### src/hdl/core_pkg.sv
package core_pkg;

    // memory operation carried in the control bundle
    typedef enum logic [1:0] {
        MEM_NONE   = 2'd0,
        MEM_STORE  = 2'd1,
        MEM_LOAD_S = 2'd2, // lb, lh, lw
        MEM_LOAD_U = 2'd3  // lbu, lhu
    } mem_op_t;

    typedef enum logic [1:0] {
        SIZE_B = 2'd0,
        SIZE_H = 2'd1,
        SIZE_W = 2'd2
    } mem_size_t;

    typedef logic [7:0] inst_id_t;

    localparam inst_id_t INST_ID_NONE = 8'hff; // never issued

    typedef struct packed {
        mem_op_t   mem_op;
        mem_size_t mem_size;
    } ctrl_t;

    // execute -> memory
    typedef struct packed {
        logic [31:0] pc;
        logic [31:0] inst;
        inst_id_t    inst_id;
        ctrl_t       ctrl;
        logic [31:0] alu_out;   // effective address
        logic [31:0] rs2_data;  // store data
        logic [31:0] csr_rdata;
    } ex_mem_t;

    // memory -> writeback
    typedef struct packed {
        logic [31:0] pc;
        logic [31:0] inst;
        inst_id_t    inst_id;
        ctrl_t       ctrl;
        logic [31:0] alu_out;
        logic [31:0] mem_rdata; // already extended
        logic [31:0] csr_rdata;
    } mem_wb_t;

endpackage
### src/hdl/mem_bus_pkg.sv
package mem_bus_pkg;

    import core_pkg::*;

    localparam int DMEM_WORDS = 256;

    typedef struct packed {
        logic        valid; // level, held until ready
        logic        wen;
        logic [31:0] addr;
        logic [31:0] wdata; // unshifted, lane 0
        mem_size_t   size;
    } dreq_t;

    typedef struct packed {
        logic        ready; // acceptance strobe
        logic        valid; // single-cycle read response
        logic [31:0] rdata; // addressed lane moved down to bit 0
    } dresp_t;

    typedef struct packed {
        logic [3:0] ready_wait;
        logic [3:0] resp_wait;
    } wait_cfg_t;

endpackage

### src/hdl/dmem_wait_cfg.sv
`timescale 1ns/1ps

module dmem_wait_cfg
    import mem_bus_pkg::*;
(
    input  logic      clk,
    input  logic      rst_n,
    input  logic      cfg_we,
    input  wait_cfg_t cfg_wdata,
    output wait_cfg_t cfg
);

    // zero waits out of reset, ready and response as fast as possible
    // a write lands at once, even mid-access; the memory only picks
    // the value up when it starts its next countdown
    always_ff @(posedge clk) begin
        if (!rst_n) begin
            cfg <= '0;
        end else if (cfg_we) begin
            cfg <= cfg_wdata;
        end
    end

endmodule

### config.mk
export PLATFORM = sky130hd
export DESIGN_NAME = dmem_wait_cfg
export DESIGN_NICKNAME = d
export VERILOG_FILES = /design/src/hdl/core_pkg.sv /design/src/hdl/mem_bus_pkg.sv /design/src/hdl/dmem_wait_cfg.sv
export SDC_FILE = /design/constraint.sdc
export NUM_CORES = 1
export LEC_CHECK = 0
export ABC_AREA = 1
export ABC_CLOCK_PERIOD_IN_PS = 800
export BUFFER_PORTS_ARGS = -buffer_cell sky130_fd_sc_hd__buf_4
export CAP_MARGIN = 20
export CORE_AREA = 2 2 39 41
export CTS_BUF_LIST = sky130_fd_sc_hd__clkbuf_8
export CTS_CLUSTER_DIAMETER = 80
export CTS_CLUSTER_SIZE = 16
export DETAILED_ROUTE_END_ITERATION = 16
export DIE_AREA = 0 0 41 43
export PLACE_DENSITY = 0.51
export REMOVE_ABC_BUFFERS = 1
export SYNTH_ARGS = -nofsm -noshare
export SYNTH_HDL_FRONTEND = slang
export SYNTH_SLANG_ARGS = --single-unit
### constraint.sdc
create_clock -name clk -period 0.8 [get_ports clk]
set_input_delay 0 -clock clk [delete_from_list [all_inputs] [get_ports clk]]
set_output_delay 0 -clock clk [all_outputs]
set_load 0.02 [all_outputs]
==> summary by stage <==
Cells and area
The count of inserted antenna diode cells is 0. The area taken by flip-flops and latches is around 160 um^2. Summing all multi-input logic gate instances after layout gives 125 um^2. After filler insertion, the fill cell instance count of the layout stands at 159. The largest registers in the layout are cfg (8). From synthesis to final layout, the design area changed by 43.5%. Ranked by flip-flop count, first place goes to cfg. For this run, the post-layout net count is a little over 80. The number of flip-flops under the largest register name is 8.

Cells with a size suffix above 1 make up roughly a third of the layout.

Die
The number of placed I/O pins is 19. In this run the standard cell core region covers 1380 um^2. The site row count is 14. The chip height is between 40 and 50 um. The effective utilization at floorplan is roughly 26%.

The die covers 1760 um^2. The floorplan die width is between 40 and 50 um.

Global routing
Across every metal layer, demand over resource in global routing totals a little under 9%. The total global routing overflow is 0. The number of antenna violations at the first check in global routing came to 0. The via count of the first global-routing pass was 244.

The wire length of the first global-routing pass is slightly above 1000 um. Entering global routing, the biggest net connects 17 pins.

Drt
The DRC violation count after routing is 0. The count of nets left with antenna violations once routing finished came out at 0. The routed design has 659 um of wire.

The number of iterations in the first detailed-routing pass is 2. The average vias per placed instance is 3.65. The DRC marker count from the first detailed-route iteration is 4. The final route contains between 300 and 400 vias. The wire length per cell after detailed routing is between 7 and 8 um.

Logic synthesis
The share of synthesized area occupied by flip-flops and latches is 44.9%. The number of warning messages in the yosys log is 0. Synthesis produced a netlist whose cell count is 51.

The synthesized area divided by synthesized cell count is ~7 um^2. The number of distinct library cells after synthesis is 7. The post-synthesis sequential element count is 8. The post-synth design cell area is approximately 360 um^2.

STA
The final setup skew is 0 ns. The worst slew slack as a fraction of its limit is between 80% and 90%. Setup violations remaining at the end of the flow were counted as 0.

Based on the critical path, the design can be clocked at up to around 1400 MHz. The number of pins exceeding their max-slew limit in the final report is 0. Setup repair after global routing left no endpoint under its margin. The final critical path takes up around 86% of the cycle. Hold is met by between 0.05 and 0.06 ns. The final hold violation count is 0. At the pin with the least slew margin, the transition time is roughly 0.17 ns. The total negative setup slack is 0 ns. The final critical-path required period is 0.692 ns.

Placed design
Routability-driven placement finished with a final weighted congestion of 0.602. The number of buffer cells added on primary ports is 18. The placed wire-length estimate is around 470 um.

Setup path
The critical path in this run is classified as flop to output pin. The endpoint kind of the worst setup timing path is an output pin. The critical path's largest stage delay is roughly 0.32 ns. The startpoint type of the worst setup path is a flop.

For the worst setup path, the data arrival time is between 0.6 and 0.7 ns. Broken down by cell family, the worst path's largest delay share belongs to flip-flops. At the worst endpoint, the required time is 0.80 ns. The cell with the biggest individual delay on the critical path is dfxtp_1.

Traced cell by cell, the critical path runs through buf_4. Together, buffers and inverters on the worst path number 1. The peak fanout along the critical path is 2.

CTS
CTS saw 8 sinks. The root buffer cell chosen for the clock tree is clkbuf_8. The clock input transition at the sequential cells of the worst setup and hold paths is 0.04 ns. The TritonCTS clock tree is done. No sink is reached through more buffers than the 2 on the longest clock path. After clock tree synthesis, the flow added hold-fix buffers numbering 0. The number of clock buffers added by TritonCTS is 3.

The total number of H-tree levels is 1. The later pin in the worst-skew pair is clocked with a latency of between 0.2 and 0.25 ns. Once the clock tree was built, the setup fixing pass inserted 0 buffers.

The count of cells resized by post-cts repair is 0.

Power and ir drop
In this run the static leakage power is ~0.00030 uW. The analysis attributes to net switching a power of 267 uW. The largest vdd supply drop is just under 1 mV.

The share of power burned in registers is approximately two fifths. The internal power is approximately 840 uW. The combinational cell fraction of total power is approximately 16%. Dividing total power by cell area gives a power density of roughly 2200 nW/um^2. Of the total power, the share spent switching nets is between 20% and 30%. The portion of total power attributed to the clock network is roughly 44%.

Min path
The class of the tightest hold or removal check is input port to flop.

Status
The flow ran to the end, and the final reports show no timing, DRC or antenna violations.

Flow run
Max-cap violations in this run came to 0.
[final cells by class]
class	count	share of cell area, %
inverters	8	5.87
flip-flops and latches	8	31.3
multi-input cells	32	24.4
well taps	16	3.91
repair buffers	18	26.4
clock buffers	3	8.07
[final timing paths]
check	startpoint	end	slack (ns)	cells past startpoint
hold reg to reg	cfg[2]	cfg[2]	0.47	2
hold / removal	rst_n	cfg[6]	0.05	3
setup reg to reg	cfg[5]	cfg[5]	0.26	2
setup / recovery	cfg[0]	cfg[0]	0.11	1
[per-stage QoR]
step                      util [%]  cells  area (um^2)  setup slack [ns]  total power (uW)
final                         37.0     85          512             0.108              1110
after global routing          37.0     85          512            0.0728              1160
after CTS                     37.0     85          512            0.0975              1130
after detailed placement      34.0     82          470             0.260               634
after global placement        34.0     82          470             0.264               631
after floorplan                  -     48          315             0.168               532
[Yosys cell counts (all sizes together)]
master,number,share of area [%]
buf,3,12
dfxtp,8,45
inv,8,8.4
nand2,16,18
nor2,16,17
[cells in the final DEF (no fill, tap or decap)]
master / instances
nor2_1: 16
dfxtp_1: 8
clkbuf_8: 3
nand2_1: 14
inv_1: 8
nand2_2: 2
buf_4: 18
[layer usage]
metal  up-vias  track usage [%]  share of wire (%)
met5         -                0                  0
met4         0             2.00                  0
met3         0             6.28                8.2
met2         9             11.6                 47
met1       123             11.0                 44
li1        178                -                  -
[power groups by stage]
stage	Clock, uW	Sequential (uW)	Combinational, uW
global placement	0	448	183
floorplan	0	483	49.5
detailed placement	0	449	185
finish	487	442	182
CTS	507	442	185
global route	512	446	203
[cell families after synthesis]
family / after synthesis / synth area share [%]
and+or+nand+nor: 32 / 35.1
buffers and inverters: 11 / 20.0
DFF: 8 / 44.9
(Power assumes the default switching activity.)
