--- src/hdl/core_pkg.sv ---
package core_pkg;

    // memory operation carried in the control bundle
    typedef enum logic [1:0] {
        MEM_NONE   = 2'd0,
        MEM_STORE  = 2'd1,
        MEM_LOAD_S = 2'd2, // lb, lh, lw
        MEM_LOAD_U = 2'd3  // lbu, lhu
    } mem_op_t;

    typedef enum logic [1:0] {
        SIZE_B = 2'd0,
        SIZE_H = 2'd1,
        SIZE_W = 2'd2
    } mem_size_t;

    typedef logic [7:0] inst_id_t;

    localparam inst_id_t INST_ID_NONE = 8'hff; // never issued

    typedef struct packed {
        mem_op_t   mem_op;
        mem_size_t mem_size;
    } ctrl_t;

    // execute -> memory
    typedef struct packed {
        logic [31:0] pc;
        logic [31:0] inst;
        inst_id_t    inst_id;
        ctrl_t       ctrl;
        logic [31:0] alu_out;   // effective address
        logic [31:0] rs2_data;  // store data
        logic [31:0] csr_rdata;
    } ex_mem_t;

    // memory -> writeback
    typedef struct packed {
        logic [31:0] pc;
        logic [31:0] inst;
        inst_id_t    inst_id;
        ctrl_t       ctrl;
        logic [31:0] alu_out;
        logic [31:0] mem_rdata; // already extended
        logic [31:0] csr_rdata;
    } mem_wb_t;

endpackage
--- src/hdl/mem_bus_pkg.sv ---
package mem_bus_pkg;

    import core_pkg::*;

    localparam int DMEM_WORDS = 256;

    typedef struct packed {
        logic        valid; // level, held until ready
        logic        wen;
        logic [31:0] addr;
        logic [31:0] wdata; // unshifted, lane 0
        mem_size_t   size;
    } dreq_t;

    typedef struct packed {
        logic        ready; // acceptance strobe
        logic        valid; // single-cycle read response
        logic [31:0] rdata; // addressed lane moved down to bit 0
    } dresp_t;

    typedef struct packed {
        logic [3:0] ready_wait;
        logic [3:0] resp_wait;
    } wait_cfg_t;

endpackage

--- src/hdl/memory_stage.sv ---
`timescale 1ns/1ps

module memory_stage
    import core_pkg::*;
    import mem_bus_pkg::*;
(
    input  logic    clk,
    input  logic    rst_n,
    input  logic    in_valid,
    input  ex_mem_t in_data,
    input  logic    flush,
    output logic    wb_valid,
    output mem_wb_t wb_data,
    output logic    stall,
    output dreq_t   dreq,
    input  dresp_t  dresp
);

    typedef enum logic [1:0] {
        IDLE,
        WAIT_READY,
        WAIT_VALID
    } state_t;

    state_t      state;
    inst_id_t    done_id;  // last instruction whose access finished
    inst_id_t    issue_id; // owner of the access in flight
    logic [31:0] load_raw;
    logic [31:0] load_ext;
    logic        is_mem;
    logic        is_store;
    logic        is_load;
    logic        sign_ext;
    logic        may_start;

    assign is_mem    = in_data.ctrl.mem_op != MEM_NONE;
    assign is_store  = in_data.ctrl.mem_op == MEM_STORE;
    assign is_load   = is_mem && !is_store;
    assign sign_ext  = in_data.ctrl.mem_op == MEM_LOAD_S;
    assign may_start = done_id != in_data.inst_id; // id guard

    // drops the cycle after completion when the guard holds the id
    assign stall = in_valid && is_mem && (state != IDLE || may_start);

    always_comb begin
        dreq.valid = state == WAIT_READY && !flush;
        dreq.wen   = is_store;
        dreq.addr  = in_data.alu_out;
        dreq.wdata = in_data.rs2_data;
        dreq.size  = in_data.ctrl.mem_size;
    end

    always_ff @(posedge clk) begin
        if (!rst_n) begin
            state   <= IDLE;
            done_id <= INST_ID_NONE;
        end else begin
            case (state)
                IDLE: begin
                    if (in_valid && is_mem && may_start && !flush) begin
                        state <= WAIT_READY;
                    end
                end
                WAIT_READY: begin
                    if (flush || !in_valid) begin
                        state <= IDLE; // dropped before acceptance
                    end else if (dresp.ready) begin
                        if (is_store) begin
                            state   <= IDLE; // store done at acceptance
                            done_id <= issue_id;
                        end else begin
                            state <= WAIT_VALID;
                        end
                    end
                end
                WAIT_VALID: begin
                    // accepted loads always drain even after a flush
                    if (dresp.valid) begin
                        state   <= IDLE;
                        done_id <= issue_id;
                    end
                end
                default: state <= IDLE;
            endcase
        end
    end

    always_ff @(posedge clk) begin
        if (state == IDLE) begin
            issue_id <= in_data.inst_id;
        end
        if (state == WAIT_VALID && dresp.valid) begin
            load_raw <= dresp.rdata;
        end
    end

    always_comb begin
        case (in_data.ctrl.mem_size)
            SIZE_B:  load_ext = {{24{sign_ext & load_raw[7]}}, load_raw[7:0]};
            SIZE_H:  load_ext = {{16{sign_ext & load_raw[15]}}, load_raw[15:0]};
            default: load_ext = load_raw; // word
        endcase
    end

    assign wb_valid = in_valid && !flush;

    always_comb begin
        wb_data.pc        = in_data.pc;
        wb_data.inst      = in_data.inst;
        wb_data.inst_id   = in_data.inst_id;
        wb_data.ctrl      = in_data.ctrl;
        wb_data.alu_out   = in_data.alu_out;
        wb_data.mem_rdata = is_load ? load_ext : 32'd0;
        wb_data.csr_rdata = in_data.csr_rdata; // csr data untouched
    end

    // a request only goes out for a held memory instruction the guard has not seen
    assert property (@(posedge clk) disable iff (!rst_n)
        $rose(dreq.valid) |-> in_valid && is_mem && may_start)
        else $error("memory_stage: request raised with no access owed");

    assert property (@(posedge clk) disable iff (!rst_n)
        dresp.valid |-> state == WAIT_VALID)
        else $error("memory_stage: response with no load waiting");

endmodule

--- config.mk ---
export PLATFORM = sky130hd
export DESIGN_NAME = memory_stage
export DESIGN_NICKNAME = d
export VERILOG_FILES = /design/src/hdl/core_pkg.sv /design/src/hdl/mem_bus_pkg.sv /design/src/hdl/memory_stage.sv
export SDC_FILE = /design/constraint.sdc
export NUM_CORES = 1
export LEC_CHECK = 0
export BUFFER_PORTS_ARGS = -buffer_cell sky130_fd_sc_hd__clkbuf_2
export CAP_MARGIN = 20
export CORE_AREA = 2 2 174 176
export CTS_BUF_LIST = sky130_fd_sc_hd__clkbuf_8
export DETAILED_ROUTE_END_ITERATION = 6
export DIE_AREA = 0 0 176 178
export GPL_TIMING_DRIVEN = 1
export SYNTH_ARGS = -nofsm -noshare
export SYNTH_HDL_FRONTEND = slang
export SYNTH_SLANG_ARGS = --single-unit
export TNS_END_PERCENT = 10
--- constraint.sdc ---
create_clock -name clk -period 1.9 [get_ports clk]
set_clock_uncertainty 0.05 [all_clocks]
set_input_delay 0.475 -clock clk [delete_from_list [all_inputs] [get_ports clk]]
set_output_delay 0.475 -clock clk [all_outputs]
set_load 0.03 [all_outputs]
==> impl_metrics.json <==
{
  "final_nets": 487,
  "hp-class": "in -> reg",
  "cp_max_fo": 5,
  "worstSkewPairLatency_ns": 0.30,
  "setup_viol": 25,
  "end_kind": "output port",
  "drt_iter0_markers": 63,
  "core-area_um2": 29400,
  "post-route-cell-area_um2": 3606,
  "grt_pass1_vias": 1972,
  "io_buffers": 99,
  "initial_utilization_pct": 12.24,
  "power_density_nw_per_um2": 652.6,
  "drv_cap": 0,
  "viasPerCell": 2.873,
  "clk_pin_slew_ns": 0.10,
  "diodes": 0,
  "grt_overflow": 0,
  "hold_viol": 0,
  "syn_area_um2": 3598,
  "post-route-min-period_ns": 2.120,
  "setup_ws_ns": -0.2201,
  "dp_cells": 654,
  "p_leak_nw": 1.452,
  "violations": "negative setup slack",
  "multi_input_area_um2": 629.4,
  "cts_buffers": 5,
  "hold_buffers": 0,
  "die_h_um": 178,
  "cts_max_level": 2,
  "instances_no_fill": 668,
  "antenna_found_initial": 0,
  "ys_warn_count": 0,
  "synth-seq-cells": 50,
  "clockBufferDepth": 2,
  "cts_sinks": 50,
  "num_rows": 63,
  "ys_async_sr_fraction_pct": 0,
  "gp_congestion": 0.7388,
  "dr_total_vias": 1919,
  "worstMarginPinSlew_ns": 0.2947,
  "synth_cell_types": 28,
  "grt_max_degree": 33,
  "syn_to_final_growth_pct": 0.2087,
  "dieArea_um2": 31330,
  "place_area_um2": 3172,
  "peakVddDrop_mv": 0.4269,
  "die_x_um": 176,
  "drc": 0,
  "netlist_instances": 361,
  "max_freq_mhz": 471.7,
  "layout-drive-gt1-share_pct": 53.96,
  "drt_wl_total_mm": 15.59,
  "ant_nets": 0,
  "setup_tns_ns": -3.717,
  "synth_seq_area_share_pct": 38.94,
  "required_ns": 1.37,
  "rsz0062_at_grt": "true",
  "synthFlopType": "edfxtp_1",
  "arrival_ns": 1.60,
  "relSlewSlack_pct": 80.44,
  "dp.final_hpwl_mm": 13.69,
  "worst_setup_path_start_kind": "flop",
  "fillers": 3327,
  "maxSlewViolCount": 0,
  "num_io_pins": 452,
  "synth_nets": 571,
  "grt_pass1_wl_mm": 18.63,
  "seqCellArea_um2": 1401,
  "critPathKind": "reg -> out",
  "drt-pass1-iter-count": 3,
  "root_buffer": "clkbuf_8",
  "routedWlPerCell_um": 23.34,
  "syn_area_per_cell_um2": 9.968,
  "cts_tree": "yes",
  "synth-edff-count": 40,
  "post-route-util_pct": 12.26,
  "status": "complete, but fails checks",
  "grt_usage_pct": 9.052,
  "period_share_pct": 111.6
}
[logic make-up (layout without fill, tap and decap cells)]
| group | Yosys count | count (layout) | synth area share [%] |
|---|---|---|---|
| buffers and inverters | 230 | 147 | 45.90 |
| flip-flops | 50 | 50 | 38.94 |
| AND/OR/NAND/NOR | 33 | 33 | 5.389 |
| AO/OA/AOI/OAI | 31 | 31 | 5.320 |
| multiplexers | 9 | 9 | 2.504 |
| XOR/XNOR | 8 | 8 | 1.947 |
[power by group]
part / internal, mW / total (mW) / switching, mW
logic: 0.171 / 0.397 / 0.226
clock network: 0.388 / 0.755 / 0.367
registers: 1.20 / 1.20 / 0.00544
[cell usage after synthesis (2+ instances only)]
master | instances | area (µm²)
and2_1 | 9 | 56.30
dfxtp_1 | 10 | 200.2
nand3_1 | 2 | 10.01
nor2_1 | 4 | 15.01
edfxtp_1 | 40 | 1201
clkbuf_1 | 2 | 7.510
and2b_1 | 3 | 22.52
mux2i_1 | 9 | 90.09
a21oi_1 | 17 | 85.08
buf_2 | 3 | 15.01
xnor2_1 | 8 | 70.07
a21o_1 | 8 | 60.06
inv_1 | 17 | 63.81
buf_4 | 207 | 1554
nand4_1 | 2 | 12.51
nand2_1 | 8 | 30.03
[final timing paths]
check                          from                 endpoint  slack, ns  cells after the start
min                       dresp[19]   load_raw[19]$_DFFE_PP_       0.29                      1
min reg2reg   issue_id[6]$_DFFE_PP_  done_id[6]$_SDFFE_PN1P_       0.42                      2
max reg2reg   state[0]$_SDFFE_PN0P_  done_id[7]$_SDFFE_PN1P_       0.46                      5
max          load_raw[15]$_DFFE_PP_              wb_data[59]      -0.22                      7
[sequential cells by signal, summed over array words and instances, names as in the netlist]
| name | flops |
|---|---|
| load_raw | 32 |
| done_id | 8 |
| issue_id | 8 |
| state | 2 |
[metal layers]
| metal | global-route usage [%] | up-vias | share of wire (%) | wire length, µm |
|---|---|---|---|---|
| li1 | - | 783 | - | - |
| met1 | 5.061 | 800 | 20 | 3123 |
| met2 | 14.03 | 287 | 44 | 6845 |
| met3 | 12.75 | 49 | 31 | 4761 |
| met4 | 5.028 | 0 | 5.5 | 863 |
| met5 | 0.4808 | - | 0 | 0 |
[metrics by stage]
step	hold WS, ns	setup WS [ns]	power, mW
floorplan	0.3871	-0.1078	2.176
global placement	0.3937	-0.08652	1.551
detailed placement	0.4052	-0.1541	1.554
CTS	0.2670	-0.2376	2.374
global route	0.2626	-0.3046	2.461
finish	0.2882	-0.2201	2.353
[final cells by class]
type | instances | area share, %
flip-flops and latches | 50 | 38.86
repair buffers | 122 | 25.33
multi-input cells | 81 | 17.45
well taps | 390 | 13.53
clock buffers | 5 | 1.908
inverters | 17 | 1.770
clock inverters | 3 | 1.145
[worst max-delay path: stages (launching register included)]
cell	delay [ns]
edfxtp_1	0.41
mux2i_1	0.15
nor2_1	0.07
o21ai_2	0.15
buf_6	0.16
clkbuf_16	0.16
a21oi_2	0.05
buf_6	0.14
[layout by cell type (no fill, tap or decap), types with 2 or more instances in the layout]
| cell type | netlist | routed |
|---|---|---|
| buf_4 | 207 | 20 |
| nor2_1 | 4 | 3 |
| and2_1 | 9 | 8 |
| and2b_1 | 3 | 3 |
| a21oi_2 | 0 | 10 |
| buf_6 | 1 | 10 |
| nand3_1 | 2 | 2 |
| buf_12 | 0 | 3 |
| nand4_1 | 2 | 2 |
| inv_1 | 17 | 18 |
| clkbuf_2 | 0 | 75 |
| dfxtp_1 | 10 | 10 |
| clkbuf_8 | 0 | 9 |
| xnor2_1 | 8 | 7 |
| a21o_1 | 8 | 7 |
| nand2_1 | 8 | 8 |
| edfxtp_1 | 40 | 40 |
| a21oi_4 | 0 | 2 |
| mux2i_1 | 9 | 9 |
| a21oi_1 | 17 | 5 |
| buf_8 | 0 | 9 |
[repair_timing]
action,4_1_cts,5_1_grt
pin swaps,4,2
setup buffers,3,2
resized for setup,46,38
cloned,0,1
setup endpoints to repair,25,25
Note: power is estimated with default switching activity, not from simulation.
